<file path="config.mk">
export PLATFORM = sky130hd
export DESIGN_NAME = uart_top
export DESIGN_NICKNAME = d
export VERILOG_FILES = /design/src/logic/uart_line_pkg.sv /design/src/logic/uart_bus_pkg.sv /design/src/logic/uart_top.sv /design/src/logic/uart_rx.sv /design/src/logic/uart_tx.sv /design/src/logic/uart_regs.sv /design/src/logic/uart_fsm.sv /design/src/logic/uart_fifo.sv
export SDC_FILE = /design/constraint.sdc
export NUM_CORES = 1
export LEC_CHECK = 0
export BUFFER_PORTS_ARGS = -buffer_cell sky130_fd_sc_hd__buf_2
export CORE_MARGIN = 2
export CORE_UTILIZATION = 40
export DETAILED_ROUTE_END_ITERATION = 8
export PLACE_DENSITY = 0.57
export SLEW_MARGIN = 15
export SYNTH_ARGS = -nofsm -noshare
export SYNTH_HDL_FRONTEND = slang
export SYNTH_SLANG_ARGS = --single-unit
export TNS_END_PERCENT = 10
</file>
<file path="constraint.sdc">
create_clock -name clock -period 2.85 [get_ports clock]
set_input_delay 0.1425 -clock clock [delete_from_list [all_inputs] [get_ports clock]]
set_output_delay 0.1425 -clock clock [all_outputs]
set_load 0.005 [all_outputs]
</file>
<file path="src/logic/uart_line_pkg.sv">
`default_nettype none

package uart_line_pkg;

  localparam int FifoDepth = 8;
  localparam int DivWidth  = 16;

  // One bit lasts div+1 clocks
  localparam logic [DivWidth-1:0] DefaultDiv = 16'd15;

  typedef struct packed {
    logic                tx_en;
    logic                rx_en;
    logic [DivWidth-1:0] div;
  } uart_line_cfg_t;

  typedef struct packed {
    logic [7:0] data;
    logic       frame_err;
  } uart_rx_frame_t;

endpackage

`default_nettype wire

</file>
<file path="src/logic/uart_bus_pkg.sv">
`default_nettype none

package uart_bus_pkg;

  // One bus access as driven by the master
  typedef struct packed {
    logic        rd_en;
    logic        wr_en;
    logic [2:0]  addr;
    logic [31:0] wdata;
  } uart_bus_req_t;

  typedef enum logic [2:0] {
    Idle,
    Read,
    Write,
    EndOp,
    Final
  } uart_fsm_t;

  // SiFive map
  localparam logic [2:0] SiFiveTxData = 3'd0;
  localparam logic [2:0] SiFiveRxData = 3'd1;
  localparam logic [2:0] SiFiveTxCtrl = 3'd2;
  localparam logic [2:0] SiFiveRxCtrl = 3'd3;
  localparam logic [2:0] SiFiveDiv    = 3'd6;

  // LiteX map
  localparam logic [2:0] LitexData    = 3'd0;
  localparam logic [2:0] LitexTxFull  = 3'd1;
  localparam logic [2:0] LitexRxEmpty = 3'd2;

  localparam int FlagBit     = 31;
  localparam int FrameErrBit = 30;

endpackage

`default_nettype wire
</file>
<file path="src/logic/uart_top.sv">
`timescale 1ns/1ps
`default_nettype none

module uart_top
  import uart_bus_pkg::*, uart_line_pkg::*;
#(
  parameter int LITEX_ARCH = 0
) (
  input  logic          clock,
  input  logic          reset,
  input  uart_bus_req_t req,
  output logic [31:0]   rdata,
  output logic          ack,
  output logic          op,
  output logic          txd,
  input  logic          rxd
);

  logic           bank_rd_en;
  logic           bank_wr_en;
  logic           rxdata_wr_en;
  logic           tx_fifo_wr_en;
  logic           rx_fifo_rd_en;
  uart_line_cfg_t cfg;
  logic           tx_pop;
  logic [7:0]     tx_byte;
  logic           tx_byte_valid;
  logic           tx_full;
  logic           tx_empty;
  logic           rx_push;
  uart_rx_frame_t rx_frame;
  uart_rx_frame_t rx_head;
  logic           rx_head_valid;
  logic           rx_empty;

  uart_fsm #(.LITEX_ARCH(LITEX_ARCH)) fsm_i (
    .clock, .reset, .req, .op, .ack, .bank_rd_en, .bank_wr_en,
    .rxdata_wr_en, .tx_fifo_wr_en, .rx_fifo_rd_en
  );

  uart_regs #(.LITEX_ARCH(LITEX_ARCH)) regs_i (
    .clock, .reset, .req, .bank_rd_en, .bank_wr_en, .rxdata_wr_en,
    .rx_head, .rx_head_valid, .tx_full, .rx_empty, .cfg, .rdata
  );

  uart_fifo #(.payload_t(logic [7:0])) tx_fifo_i (
    .clock, .reset, .push(tx_fifo_wr_en), .wr_data(req.wdata[7:0]), .pop(tx_pop),
    .rd_data(tx_byte), .rd_valid(tx_byte_valid), .full(tx_full), .empty(tx_empty)
  );

  uart_fifo #(.payload_t(uart_rx_frame_t)) rx_fifo_i (
    .clock, .reset, .push(rx_push), .wr_data(rx_frame), .pop(rx_fifo_rd_en),
    .rd_data(rx_head), .rd_valid(rx_head_valid), .full(), .empty(rx_empty)
  );

  uart_tx tx_i (
    .clock, .reset, .cfg, .fifo_empty(tx_empty), .fifo_pop(tx_pop),
    .fifo_data(tx_byte), .fifo_valid(tx_byte_valid), .txd, .busy()
  );

  uart_rx rx_i (.clock, .reset, .cfg, .rxd, .frame_push(rx_push), .frame(rx_frame));

endmodule

`default_nettype wire

</file>
<file path="src/logic/uart_rx.sv">
`timescale 1ns/1ps
`default_nettype none

module uart_rx
  import uart_line_pkg::*;
(
  input  logic           clock,
  input  logic           reset,
  input  uart_line_cfg_t cfg,
  input  logic           rxd,
  output logic           frame_push,
  output uart_rx_frame_t frame
);

  typedef enum logic [1:0] {RxIdle, RxStart, RxData, RxStop} rx_state_t;

  rx_state_t           state;
  logic                rxd_meta;
  logic                rxd_sync;
  logic                rxd_prev;
  logic [DivWidth-1:0] cnt;
  logic [2:0]          bit_cnt;
  logic [7:0]          shreg;

  always_ff @(posedge clock, posedge reset) begin
    if (reset) begin
      rxd_meta   <= 1'b1;
      rxd_sync   <= 1'b1;
      rxd_prev   <= 1'b1;
      state      <= RxIdle;
      cnt        <= '0;
      bit_cnt    <= '0;
      frame_push <= 1'b0;
    end else begin
      rxd_meta   <= rxd;
      rxd_sync   <= rxd_meta;
      rxd_prev   <= rxd_sync;
      frame_push <= 1'b0;
      cnt        <= cnt + 1'b1;
      case (state)
        RxIdle: begin
          cnt <= '0;
          if (cfg.rx_en && rxd_prev && !rxd_sync) state <= RxStart;
        end
        RxStart: begin
          // Mid-bit check filters glitches
          if (cnt == (cfg.div >> 1)) begin
            cnt     <= '0;
            bit_cnt <= '0;
            state   <= rxd_sync ? RxIdle : RxData;
          end
        end
        RxData: begin
          if (cnt == cfg.div) begin
            cnt     <= '0;
            bit_cnt <= bit_cnt + 1'b1;
            if (bit_cnt == 3'd7) state <= RxStop;
          end
        end
        default: begin
          if (cnt == cfg.div) begin
            frame_push <= 1'b1;
            state      <= RxIdle;
          end
        end
      endcase
    end
  end

  // LSB first
  always_ff @(posedge clock) begin
    if (state == RxData && cnt == cfg.div) shreg <= {rxd_sync, shreg[7:1]};
    if (state == RxStop && cnt == cfg.div) begin
      frame.data      <= shreg;
      frame.frame_err <= !rxd_sync;
    end
  end

endmodule

`default_nettype wire

</file>
<file path="src/logic/uart_tx.sv">
`timescale 1ns/1ps
`default_nettype none

module uart_tx
  import uart_line_pkg::*;
(
  input  logic           clock,
  input  logic           reset,
  input  uart_line_cfg_t cfg,
  input  logic           fifo_empty,
  output logic           fifo_pop,
  input  logic [7:0]     fifo_data,
  input  logic           fifo_valid,
  output logic           txd,
  output logic           busy
);

  typedef enum logic [1:0] {TxIdle, TxFetch, TxSend} tx_state_t;

  tx_state_t           state;
  logic [9:0]          shreg;
  logic [3:0]          bit_cnt;
  logic [DivWidth-1:0] div_cnt;

  assign fifo_pop = (state == TxIdle) && cfg.tx_en && !fifo_empty;
  assign busy     = state != TxIdle;
  // Ones shift in behind the frame, so the line idles high
  assign txd      = shreg[0];

  always_ff @(posedge clock, posedge reset) begin
    if (reset) begin
      state   <= TxIdle;
      shreg   <= '1;
      bit_cnt <= '0;
      div_cnt <= '0;
    end else begin
      case (state)
        TxIdle: if (fifo_pop) state <= TxFetch;
        TxFetch: begin
          if (fifo_valid) begin
            shreg   <= {1'b1, fifo_data, 1'b0};
            bit_cnt <= '0;
            div_cnt <= '0;
            state   <= TxSend;
          end
        end
        default: begin
          if (div_cnt == cfg.div) begin
            div_cnt <= '0;
            shreg   <= {1'b1, shreg[9:1]};
            bit_cnt <= bit_cnt + 1'b1;
            if (bit_cnt == 4'd9) state <= TxIdle;
          end else begin
            div_cnt <= div_cnt + 1'b1;
          end
        end
      endcase
    end
  end

endmodule

`default_nettype wire

</file>
<file path="src/logic/uart_regs.sv">
`timescale 1ns/1ps
`default_nettype none

module uart_regs
  import uart_bus_pkg::*, uart_line_pkg::*;
#(
  parameter int LITEX_ARCH = 0
) (
  input  logic           clock,
  input  logic           reset,
  input  uart_bus_req_t  req,
  input  logic           bank_rd_en,
  input  logic           bank_wr_en,
  input  logic           rxdata_wr_en,
  input  uart_rx_frame_t rx_head,
  input  logic           rx_head_valid,
  input  logic           tx_full,
  input  logic           rx_empty,
  output uart_line_cfg_t cfg,
  output logic [31:0]    rdata
);

  logic                tx_en_q;
  logic                rx_en_q;
  logic [DivWidth-1:0] div_q;
  uart_rx_frame_t      rx_latch;
  logic                rx_latch_valid;
  logic                rx_sel;
  logic [31:0]         rx_word;
  logic [31:0]         rd_word;
  logic [31:0]         rdata_q;

  always_ff @(posedge clock, posedge reset) begin
    if (reset) begin
      tx_en_q        <= 1'b0;
      rx_en_q        <= 1'b0;
      div_q          <= DefaultDiv;
      rx_latch_valid <= 1'b0;
    end else begin
      if (bank_wr_en && LITEX_ARCH == 0) begin
        case (req.addr)
          SiFiveTxCtrl: tx_en_q <= req.wdata[0];
          SiFiveRxCtrl: rx_en_q <= req.wdata[0];
          SiFiveDiv:    div_q   <= req.wdata[DivWidth-1:0];
          default: ;
        endcase
      end
      if (rxdata_wr_en) rx_latch_valid <= rx_head_valid;
    end
  end

  always_ff @(posedge clock) begin
    if (rxdata_wr_en) rx_latch <= rx_head;
    if (bank_rd_en) rdata_q <= rd_word;
  end

  // LiteX has no enable bits, the line is always on
  assign cfg.tx_en = (LITEX_ARCH != 0) || tx_en_q;
  assign cfg.rx_en = (LITEX_ARCH != 0) || rx_en_q;
  assign cfg.div   = div_q;

  // Stale FIFO output is hidden behind the empty flag
  always_comb begin
    rx_word = '0;
    if (rx_latch_valid) begin
      rx_word[7:0]         = rx_latch.data;
      rx_word[FrameErrBit] = rx_latch.frame_err;
    end else begin
      rx_word[FlagBit] = 1'b1;
    end
  end

  always_comb begin
    rd_word = '0;
    if (LITEX_ARCH != 0) begin
      if (req.addr == LitexTxFull) rd_word[0] = tx_full;
      if (req.addr == LitexRxEmpty) rd_word[0] = rx_empty;
    end else begin
      case (req.addr)
        SiFiveTxData: rd_word[FlagBit] = tx_full;
        SiFiveTxCtrl: rd_word[0] = tx_en_q;
        SiFiveRxCtrl: rd_word[0] = rx_en_q;
        SiFiveDiv:    rd_word[DivWidth-1:0] = div_q;
        default: ;
      endcase
    end
  end

  assign rx_sel = (LITEX_ARCH != 0) ? (req.addr == LitexData) : (req.addr == SiFiveRxData);
  assign rdata  = rx_sel ? rx_word : rdata_q;

endmodule

`default_nettype wire

</file>
<file path="src/logic/uart_fsm.sv">
`timescale 1ns/1ps
`default_nettype none

module uart_fsm
  import uart_bus_pkg::*;
#(
  parameter int LITEX_ARCH = 0
) (
  input  logic          clock,
  input  logic          reset,
  input  uart_bus_req_t req,
  output logic          op,
  output logic          ack,
  output logic          bank_rd_en,
  output logic          bank_wr_en,
  output logic          rxdata_wr_en,
  output logic          tx_fifo_wr_en,
  output logic          rx_fifo_rd_en
);

  uart_fsm_t state;
  uart_fsm_t next_state;
  logic      is_tx_addr;
  logic      is_rx_addr;

  // In the LiteX map both data directions share one address
  assign is_tx_addr = (LITEX_ARCH != 0) ? (req.addr == LitexData) : (req.addr == SiFiveTxData);
  assign is_rx_addr = (LITEX_ARCH != 0) ? (req.addr == LitexData) : (req.addr == SiFiveRxData);

  always_comb begin
    next_state = Idle;
    case (state)
      Idle: begin
        if (req.rd_en) next_state = Read;
        else if (req.wr_en) next_state = Write;
      end
      Read:    next_state = is_rx_addr ? EndOp : Final;
      Write:   next_state = is_tx_addr ? EndOp : Final;
      EndOp:   next_state = Final;
      default: next_state = Idle;
    endcase
  end

  // Outputs follow the next state
  always_ff @(posedge clock, posedge reset) begin
    if (reset) begin
      state         <= Idle;
      op            <= 1'b0;
      ack           <= 1'b0;
      bank_rd_en    <= 1'b0;
      bank_wr_en    <= 1'b0;
      rxdata_wr_en  <= 1'b0;
      tx_fifo_wr_en <= 1'b0;
    end else begin
      state         <= next_state;
      op            <= (next_state == Read) || (next_state == Write) || (next_state == EndOp);
      ack           <= next_state == Final;
      bank_rd_en    <= next_state == Read;
      bank_wr_en    <= next_state == Write;
      rxdata_wr_en  <= (next_state == EndOp) && bank_rd_en && is_rx_addr;
      tx_fifo_wr_en <= (next_state == EndOp) && bank_wr_en && is_tx_addr;
    end
  end

  // Head of rx FIFO moves to its output register during Read
  assign rx_fifo_rd_en = bank_rd_en && is_rx_addr;

  // Master side of the bus
  a_one_strobe: assert property (@(posedge clock) disable iff (reset)
    !(req.rd_en && req.wr_en));
  a_no_strobe_busy: assert property (@(posedge clock) disable iff (reset)
    op |-> !(req.rd_en || req.wr_en));
  a_ack_pulse: assert property (@(posedge clock) disable iff (reset)
    ack |=> !ack);

endmodule

`default_nettype wire

</file>
<file path="src/logic/uart_fifo.sv">
`timescale 1ns/1ps
`default_nettype none

module uart_fifo
  import uart_line_pkg::*;
#(
  parameter type payload_t = logic [7:0]
) (
  input  logic     clock,
  input  logic     reset,
  input  logic     push,
  input  payload_t wr_data,
  input  logic     pop,
  output payload_t rd_data,
  output logic     rd_valid,
  output logic     full,
  output logic     empty
);

  payload_t                       mem [FifoDepth];
  logic [$clog2(FifoDepth)-1:0]   wr_ptr;
  logic [$clog2(FifoDepth)-1:0]   rd_ptr;
  logic [$clog2(FifoDepth+1)-1:0] count;
  logic                           push_ok;
  logic                           pop_ok;

  assign full    = count == FifoDepth;
  assign empty   = count == 0;
  assign push_ok = push && !full;
  assign pop_ok  = pop && !empty;

  always_ff @(posedge clock, posedge reset) begin
    if (reset) begin
      wr_ptr   <= '0;
      rd_ptr   <= '0;
      count    <= '0;
      rd_valid <= 1'b0;
    end else begin
      rd_valid <= pop_ok;
      if (push_ok) wr_ptr <= (wr_ptr == FifoDepth - 1) ? '0 : wr_ptr + 1'b1;
      if (pop_ok) rd_ptr <= (rd_ptr == FifoDepth - 1) ? '0 : rd_ptr + 1'b1;
      case ({push_ok, pop_ok})
        2'b10:   count <= count + 1'b1;
        2'b01:   count <= count - 1'b1;
        default: ;
      endcase
    end
  end

  always_ff @(posedge clock) begin
    if (push_ok) mem[wr_ptr] <= wr_data;
    if (pop_ok) rd_data <= mem[rd_ptr];
  end

  a_count_bound: assert property (@(posedge clock) disable iff (reset) count <= FifoDepth);

endmodule

`default_nettype wire

</file>
==> flow_summary.toml, run 1 <==
[synth]
yosysWarnings = 0
ys_seq_area_frac = 0.659
synth_top_family_by_area = "multiplexers"
synthCells = 861
synth_fa_ha_area_frac = 0.0208
synth.distinct_cells = 61
ys_ff_latch = 302
muxShareOfSynthArea = 0.105
synth_edf_count = 196
synth_compound_area_frac = 0.0298
avgSynthCellArea_um2 = 15.1
synthSimpleGateAreaFrac = 0.101
ys.flop_type = "edfxtp_1"
syn-cell-area_mm2 = 0.0130
synth_xor_area_frac = 0.0560
async_flop_share = 0.351

[route]
drt_pass1_iterations = 4
drt-wirelength-per-cell_um = 18.0
drt_iter0_drc = 474
wirelength_um = 25600
avgViaCountPerCell = 5.04
num_vias = 7160
drtAntennaViolNets = 0
drc = 0

[pwr]
powerDensity_mw_per_mm2 = 865
p_sw_mw = 3.75
p_seq_frac = 0.456
p_comb_frac = 0.213
intPower_mw = 9.30
ir_drop_mv = 0.415
swShare = 0.287
leakage_nw = 5.88
clkPwrFrac = 0.330

[min_path]
min_path_type = "input pin to flop"

[placement]
io_buffers = 44
dp_hpwl_um = 16300
placed_cell_area_mm2 = 0.0138
gp_congestion = 0.791
place_ws_ps = 600

[cts]
clk_latency_ps = 510
hold_buffers = 19
cts_setup_buffers = 0
htreeDepth = 2
cts_buffers = 34
cts_tree = "built"
cts_buffer_depth = 3
cts_resized = 0
cts-root-buf = "clkbuf_16"
cts_sinks = 302
clkTransAtPathRegs_ps = 60

[global_routing]
grt_pass1_vias = 7218
grt_max_degree = 51
grtUsageTotal = 0.157
antenna_found_initial = 1
grt_pass1_wl_um = 41000
overflow = 0

[critical_path]
r2r-end = "tx_fifo_i.count[3]"
cp-start-kind = "flop"
r2r_slack_ps = 590
endpoint = "tx_fifo_i.count[3]"
cp.required_ps = 3230
critPathKind = "flop to flop"
path_depth = 8
end_kind = "flop"
critical-path-top-delay-family = "flip-flops"
cpPeakStageDelay_ps = 540
crit_path_start = "tx_i.state[1]"
crit_fanout = 12
critPathSlowestCell = "dfrtp_1"
crit_chain = "nor4b_2 -> ha_1 -> ha_1 -> a21o_1 -> a21oi_1 -> xnor2_1 -> nor2_1 -> xor2_1"
reg2reg_from = "tx_i.state[1]"
worstPathArrival_ps = 2650
crit_buf_inv = 0
cp_common_cell = "ha_1"
r2r_cells = 8

[timing]
finalClockSkew_ps = 20.0
fin_crit_ps = 2260
slew_violations = 0
setup-violations-final = 0
slew_headroom = 0.354
worst_pin_slew_ps = 969
grt_setup_unrepaired = "false"
fmax_ghz = 0.442
finalHoldViolations = 0
layout_setup_ws_ps = 586
tns_ps = 0
final.period_utilization = 0.795

[layout]
syn_to_final_growth_pct = 16.3
final_area_mm2 = 0.0151
layout-drive-gt1-share = 0.252
nFillCells = 2752
final_util = 0.475
fin_nets = 1019

[floorplan]
die_w_um = 184
die_y_um = 184
start_util = 0.408
io_pins = 75
num_rows = 65
dieArea_mm2 = 0.0339
coreArea_mm2 = 0.0318

[job]
drv_cap = 0

[run_status]
run_status = "finished, final reports clean"
## registers in the layout, indices dropped and copies added, names as in the netlist, 16 cells and up
signal          cells
regs_i.rdata_q     17
regs_i.div_q       16
tx_fifo_i.mem      64
rx_fifo_i.mem      72
tx_i.div_cnt       16
rx_i.cnt           16
## cell type report
type,instances,area [um^2],area share
sequential,302,8560,0.567
clock inverter,18,210,0.0139
clock buffer,44,898,0.0595
antenna,1,2.50,0.000166
tap,435,544,0.0360
multi-input combinational,506,4140,0.274
timing repair buffer,99,683,0.0452
inverter,15,60.1,0.00398
## layer usage
layer  vias to the layer above  wire [um]  GRT usage
met2                       129      11800      0.246
li1                       3366          -          -
met5                         -          0          0
met4                         0        544     0.0429
met3                        44        906     0.0235
met1                      3621      12300      0.229
## through the flow
stage                     instances  hold WS (ps)  total power [mW]
after floorplan                 874           147              8.05
after global placement         1337          97.6              8.82
after detailed placement       1337          97.5              8.85
after CTS                      1418          2.88              13.2
after global routing           1419          30.7              13.8
final                          1420          30.8              13.1
## synth_stat cells, drive strengths merged (2+ instances only)
cell,count,share of area
edfxtp,196,0.45
dfrtp,90,0.17
xor2,68,0.046
nand2,51,0.015
nor2,51,0.016
mux2,48,0.042
buf,35,0.019
mux4,34,0.059
nor3,30,0.012
and2,25,0.012
ha,20,0.019
nor4,19,0.011
a21oi,18,0.0072
o21ai,17,0.0066
clkbuf,16,0.0047
dfstp,16,0.032
inv,15,0.0043
xnor2,15,0.010
nand3,13,0.0050
nand4,10,0.0053
o22a,8,0.0054
a21o,6,0.0035
mux2i,6,0.0046
nor3b,6,0.0039
nor4b,6,0.0045
nand3b,5,0.0029
and3,4,0.0020
and4,4,0.0028
nand2b,4,0.0019
a31oi,3,0.0014
nand4b,3,0.0020
a22o,2,0.0013
a41oi,2,0.0013
or2,2,0.00096
## cells in the final DEF (no fill, tap or decap), drive strengths merged, types with 5 or more instances in the layout
cell	n
edfxtp	196
dfrtp	90
buf	79
xor2	68
nand2	51
nor2	51
mux2	48
clkbuf	44
mux4	34
nor3	30
and2	25
ha	20
dlygate4sd3	20
nor4	19
a21oi	18
o21ai	17
inv	17
dfstp	16
xnor2	15
conb	14
nand3	13
nand4	10
clkinv	10
o22a	8
a21o	6
mux2i	6
nor4b	6
nor3b	6
nand3b	5
## kinds of logic after synthesis
group,after synthesis
buffers and inverters,66
muxes,88
other,1
xor gates and xnor gates,83
DFF,302
and+or+nand+nor,239
adders and majority gates,21
AOI/OAI and AO/OA,61
## worst min-delay path by stage
stage           start             endpoint  cells after the start
2_1_floorplan     rxd        rx_i.rxd_meta                      0
6_report       req[0]  tx_fifo_i.mem[3][0]                      1
3_3_place_gp    reset  rx_fifo_i.rd_ptr[0]                      2
4_1_cts        req[2]  tx_fifo_i.mem[0][2]                      1
3_5_place_dp    reset  rx_fifo_i.rd_ptr[0]                      2
5_1_grt        req[0]  tx_fifo_i.mem[2][0]                      1
## power by group through the flow
stage               Combinational [mW]  Clock [mW]  Sequential (mW)
finish                            2.79        4.31             5.96
global placement                  2.78           0             6.04
CTS                               2.84        4.42             5.97
detailed placement                2.80           0             6.06
global route                      3.13        4.62             6.04
floorplan                         2.31           0             5.73
(Power assumes the default switching activity.)
==> run 2, diff against run 1 <==
Settings changed: ABC_AREA set to 1, PLACE_DENSITY 0.57 to 0.55.
Clock period 2.85 ns to 2.2 ns, I/O delays scaled along.
==> run 2 against run 1 <==
Compared with the run above:
- die area is 1.4% higher
- maximum frequency is 8.6% higher
- total power is 17% higher
- clock power is 8.1% higher
- synthesized cell count is 45% higher
- first-iteration DRC count is 15% higher
- wire length is 7.4% higher
- non-clock buffer count is 13 higher
- sequential power is 21% higher
- worst setup slack worse by 470 ps
- synthesized area is 1.5% higher
- combinational power is 24% higher
- critical path type unchanged
==> flow_summary.toml, run 2 <==
[floorplan]
num_rows = 66
io_pins = 75
coreArea_mm2 = 0.0325
die_y_um = 186
die_w_um = 186
dieArea_mm2 = 0.0344
start_util = 0.406

[cts]
cts_buffer_depth = 3
cts_tree = "built"
cts_setup_buffers = 0
clkTransAtPathRegs_ps = 60
cts_sinks = 302
clk_latency_ps = 570
htreeDepth = 1
cts-root-buf = "clkbuf_16"
cts_buffers = 31

[layout]
ff_latch_area_mm2 = 0.00856
multi_input_area_mm2 = 0.00409
max_flop_register = "rx_fifo_i.mem"
syn_to_final_growth_pct = 15.8
antenna_cells = 0
layout-drive-gt1-share = 0.144
largest_reg_flops = 72
final_area_mm2 = 0.0153
nFillCells = 3011
reg_top3 = "rx_fifo_i.mem x72, tx_fifo_i.mem x64, regs_i.rdata_q x17"
fin_nets = 1426
final_cell_mix = "nor2_1, nand2_1, edfxtp_1"
final_common_cell = "nor2_1"
final_util = 0.470

[critical_path]
cpPeakStageDelay_ps = 390
critPathSlowestCell = "dfrtp_1"
crit_fanout = 3
cp_common_cell = "nor2_1"
end_kind = "flop"
cp-start-kind = "flop"
critPathKind = "flop to flop"
r2r-end = "tx_fifo_i.count[3]"
cp.required_ps = 2650
reg2reg_from = "tx_fifo_i.count[0]"
crit_chain = "nor2_2 -> nand3_1 -> nand3_1 -> inv_1 -> ha_1 -> ha_1 -> nand2_1 -> nor2_1 -> a211oi_2 -> nor2_1 -> nor2_1 -> nand2_1 -> xor2_1"
r2r_cells = 13
worstPathArrival_ps = 2540
r2r_slack_ps = 120

[synth]
synthSimpleGateAreaFrac = 0.170
netlist.area_leader.share = 0.447
ys.flop_type = "edfxtp_1"
async_flop_share = 0.351
synthCells = 1252
ys_seq_area_frac = 0.649
synth_top_family_by_area = "simple AND/OR/NAND/NOR gates"
synth_fa_ha_area_frac = 0.0205
synth_area_leaders = "edfxtp_1, dfrtp_1, nor2_1, nand2_1, o21ai_0"
synth_xor_area_frac = 0.0312
synth.distinct_cells = 44
yosysMostFrequentCell = "nor2_1"
yosysWarnings = 0
syn-cell-area_mm2 = 0.0132
synth_edf_count = 196
yosys-top-cells-count = "nor2_1, nand2_1, edfxtp_1"
yosysTopAreaCell = "edfxtp_1"
synth_compound_area_frac = 0.0768
muxShareOfSynthArea = 0.00532
avgSynthCellArea_um2 = 10.5
ys_ff_latch = 302

[route]
drtAntennaViolNets = 0
wl_met2_um = 12300
drt-wirelength-per-cell_um = 15.0
wirelength_um = 27500
highest_layer = "met4"
avgViaCountPerCell = 4.72
num_vias = 8646
drc = 0
drt_iter0_drc = 545
wl_met1_um = 13800
route.met3.wl_um = 935
drt_pass1_iterations = 5

[global_routing]
grt_max_degree = 44
grt_pass1_wl_um = 45200
overflow = 0
grtUsageTotal = 0.166
grt_pass1_vias = 8588
antenna_found_initial = 0

[timing]
slew_violations = 0
final.period_utilization = 0.947
finalHoldViolations = 0
setup-violations-final = 0
fin_crit_ps = 2080
grt_setup_unrepaired = "true"
worst_pin_slew_ps = 787
slew_headroom = 0.473
finalClockSkew_ps = 36.4
fmax_ghz = 0.480
tns_ps = 0

[pwr]
p_sw_mw = 4.82
intPower_mw = 10.5
leakage_nw = 6.13
powerDensity_mw_per_mm2 = 1000
swShare = 0.315
ir_drop_mv = 0.657
p_comb_frac = 0.226
clkPwrFrac = 0.304
p_seq_frac = 0.470

[placement]
dp_hpwl_um = 18600
gp_congestion = 0.814
placed_cell_area_mm2 = 0.0141
io_buffers = 44

[min_path]
min_path_type = "input pin to asynchronous set/reset pin"

[job]
drv_cap = 0

[run_status]
run_status = "finished, final reports clean"
## run 2: logic make-up (layout without fill, tap and decap cells)
kind of cell / count (synthesis) / in the layout
muxes: 7 / 7
other: 1 / 14
buffers and inverters: 145 / 269
and+or+nand+nor: 545 / 545
adders and majority gates: 21 / 21
DFF: 302 / 302
xor gates and xnor gates: 47 / 47
AOI/OAI and AO/OA: 184 / 184
## run 2: critical path: cells and delay by family (launching register included)
family                   cells  cell delay (ps)
AND/OR/NAND/NOR              8              640
adder cells (fa/ha/maj)      2              560
flip-flops                   1              390
AO/OA/AOI/OAI                1              170
XOR/XNOR                     1              130
buffers and inverters        1               80
## run 2: power by group through the flow
stage / Sequential [mW] / Clock [mW] / Combinational (mW)
6_report: 7.19 / 4.66 / 3.46
5_1_grt: 7.27 / 5.04 / 3.98
4_1_cts: 7.18 / 4.79 / 3.50
3_5_place_dp: 7.28 / 0 / 3.45
3_3_place_gp: 7.28 / 0 / 3.40
2_1_floorplan: 7.12 / 0 / 2.55
## run 2: how the worst max path moves through the flow
stage,cells after the start,start,to
6_report,13,tx_fifo_i.count[0],tx_fifo_i.count[3]
3_5_place_dp,13,tx_fifo_i.count[0],tx_fifo_i.count[3]
2_1_floorplan,9,fsm_i.bank_rd_en,rx_fifo_i.count[3]
4_1_cts,11,rx_fifo_i.count[0],rx_fifo_i.count[3]
3_3_place_gp,13,tx_fifo_i.count[0],tx_fifo_i.count[3]
5_1_grt,13,tx_fifo_i.count[0],tx_fifo_i.count[3]
## run 2: cell type report
type | instances | area share
multi-input cells | 818 | 0.268
clock buffers | 40 | 0.0530
well taps | 442 | 0.0362
flip-flops and latches | 302 | 0.561
inverters | 100 | 0.0248
repair buffers | 112 | 0.0521
clock inverters | 17 | 0.00525
## run 2: metal layers
| layer | vias to the layer above | GRT usage |
|---|---|---|
| met5 | - | 0 |
| met2 | 124 | 0.263 |
| li1 | 4391 | - |
| met1 | 4101 | 0.243 |
| met4 | 0 | 0.0371 |
| met3 | 30 | 0.0221 |
## run 2: timing repair
action                     in CTS  in global routing
setup endpoints to repair       1                 11
cloned                          0                  0
hold buffers                   26                  0
resized for setup               1                  8
hold endpoints to repair      187                  0
## run 2: per-stage QoR
stage | hold WS (ps) | worst slack, ps | power [mW] | cells
5_1_grt | 69.4 | -96.6 | 16.3 | 1831
3_5_place_dp | 76.8 | 12.2 | 10.7 | 1748
3_3_place_gp | 76.4 | 77.0 | 10.7 | 1748
2_1_floorplan | 114 | -552 | 9.67 | 1265
4_1_cts | 22.3 | 28.0 | 15.5 | 1831
6_report | 46.1 | 116 | 15.3 | 1831
==> run 3, diff against run 2 <==
Settings changed: HOLD_SLACK_MARGIN set to 0.1.
==> run 3 against run 2 <==
Compared with the run above:
- clock-buffer cell count is the same
- hold slack gained 91 ps
- final area hardly changed
- die area unchanged
- sequential power is essentially flat
- critical endpoint unchanged
- highest routed layer unchanged
- first-iteration DRC count grew 0.37%
- non-clock buffer count up 1
- sequential cell count unchanged
- sequential share of layout area hardly changed
==> flow_summary.toml, run 3 (synthesized netlist as in run 2, its figures left out) <==
[global_routing]
grt_pass1_wl_um = 45300
overflow = 0
grt_max_degree = 44
antenna_found_initial = 0
grt_pass1_vias = 8594
grtUsageTotal = 0.166

[pwr]
p_comb_frac = 0.226
intPower_mw = 10.5
swShare = 0.315
p_seq_frac = 0.470
p_sw_mw = 4.82
clkPwrFrac = 0.304
powerDensity_mw_per_mm2 = 1000
leakage_nw = 6.14
ir_drop_mv = 0.656

[route]
drt-wirelength-per-cell_um = 15.0
drc = 0
drt_pass1_iterations = 5
drt_iter0_drc = 547
drtAntennaViolNets = 0
avgViaCountPerCell = 4.75
wirelength_um = 27500
num_vias = 8695

[layout]
antenna_cells = 0
fin_nets = 1427
reg_top3 = "rx_fifo_i.mem x72, tx_fifo_i.mem x64, regs_i.rdata_q x17"
largest_reg_flops = 72
max_flop_register = "rx_fifo_i.mem"
final_common_cell = "nor2_1"
layout-drive-gt1-share = 0.144
syn_to_final_growth_pct = 15.9
final_area_mm2 = 0.0153
final_cells = 1832
final_cell_mix = "nor2_1, nand2_1, edfxtp_1"
final_util = 0.471

[critical_path]
critPathKind = "flop to flop"
r2r-end = "tx_fifo_i.count[3]"
reg2reg_from = "tx_fifo_i.count[0]"
r2r_slack_ps = 110
crit_fanout = 3
worstPathArrival_ps = 2540
r2r_cells = 13
end_kind = "flop"
cp-start-kind = "flop"
cp.required_ps = 2660

[cts]
cts_buffers = 31
cts_sinks = 302
cts-root-buf = "clkbuf_16"
cts_tree = "built"
clkTransAtPathRegs_ps = 60
cts_buffer_depth = 3
htreeDepth = 1
clk_latency_ps = 570

[job]
drv_cap = 0

[floorplan]
die_w_um = 186
start_util = 0.406
coreArea_mm2 = 0.0325
io_pins = 75
num_rows = 66
dieArea_mm2 = 0.0344
die_y_um = 186

[timing]
grt_setup_unrepaired = "true"
slew_headroom = 0.470
setup-violations-final = 0
final.period_utilization = 0.948
whs_ps = 137
tns_ps = 0
finalClockSkew_ps = 37.4
slew_violations = 0
worst_pin_slew_ps = 792
fin_crit_ps = 2090
fmax_ghz = 0.479
finalHoldViolations = 0

[placement]
gp_congestion = 0.814
io_buffers = 44
dp_hpwl_um = 18600
placed_cell_area_mm2 = 0.0141
dp.cells = 1748

[min_path]
min_to = "regs_i.rdata_q[0]"
min_path_type = "input pin to flop"
min-delay-start = "req[32]"
hold_depth = 4

[run_status]
run_status = "finished, final reports clean"
[run 3: cell count changes in the layout (fill, tap and decap cells not counted), sizes merged]
cell	delta
dlygate4sd3	+1
[run 3: worst max-delay path by stage]
stage / start / endpoint / slack, ps / cells past startpoint
6_report: tx_fifo_i.count[0] / tx_fifo_i.count[3] / 110 / 13
5_1_grt: tx_fifo_i.count[0] / tx_fifo_i.count[3] / -100 / 13
4_1_cts: rx_fifo_i.count[0] / rx_fifo_i.count[3] / 30 / 11
3_5_place_dp: tx_fifo_i.count[0] / tx_fifo_i.count[3] / 10 / 13
3_3_place_gp: tx_fifo_i.count[0] / tx_fifo_i.count[3] / 80 / 13
2_1_floorplan: fsm_i.bank_rd_en / rx_fifo_i.count[3] / -550 / 9
[run 3: critical path, cell delays in order, from the launching register on]
cell and delay, ps:
dfrtp_1 390, nor2_2 130, nand3_1 80, nand3_1 100
inv_1 80, ha_1 230, ha_1 330, nand2_1 80
nor2_1 50, a211oi_2 170, nor2_1 60, nor2_1 80
nand2_1 60, xor2_1 130
[run 3: layer usage]
layer  share of wire  GRT usage  vias up  wire (um)
met4           0.016     0.0371        0        445
met2            0.45      0.263      144      12300
met3           0.038     0.0221       32       1060
li1                -          -     4396          -
met5               0          0        -          0
met1            0.50      0.243     4123      13700
[run 3: area by class of cell]
cell class / instances / area (um^2)
Fill cell: 3010 / 17200
Clock inverter: 17 / 80.1
Inverter: 100 / 379
Clock buffer: 40 / 810
Tap cell: 442 / 553
Multi-Input combinational cell: 818 / 4090
Timing Repair Buffer: 113 / 806
Sequential cell: 302 / 8560
[run 3: what timing repair did]
| action | 4_1_cts | 5_1_grt |
|---|---|---|
| endpoints found under the setup margin | 1 | 11 |
| gates cloned | 0 | 0 |
| setup buffers | 0 | 0 |
| resized for setup | 1 | 8 |
| hold buffers | 27 | 0 |
| endpoints found under the hold margin | 188 | 0 |
[run 3: power by group through the flow]
stage	clock network [mW]	registers, mW	logic, mW
2_1_floorplan	0	7.12	2.55
3_3_place_gp	0	7.28	3.40
3_5_place_dp	0	7.28	3.45
4_1_cts	4.79	7.18	3.50
5_1_grt	5.04	7.27	3.98
6_report	4.66	7.19	3.46
[run 3: metrics by stage]
| stage | setup WS [ps] | total power [mW] |
|---|---|---|
| global route | -96.6 | 16.3 |
| global placement | 77.0 | 10.7 |
| floorplan | -552 | 9.67 |
| finish | 114 | 15.3 |
| detailed placement | 12.2 | 10.7 |
| CTS | 28.0 | 15.5 |
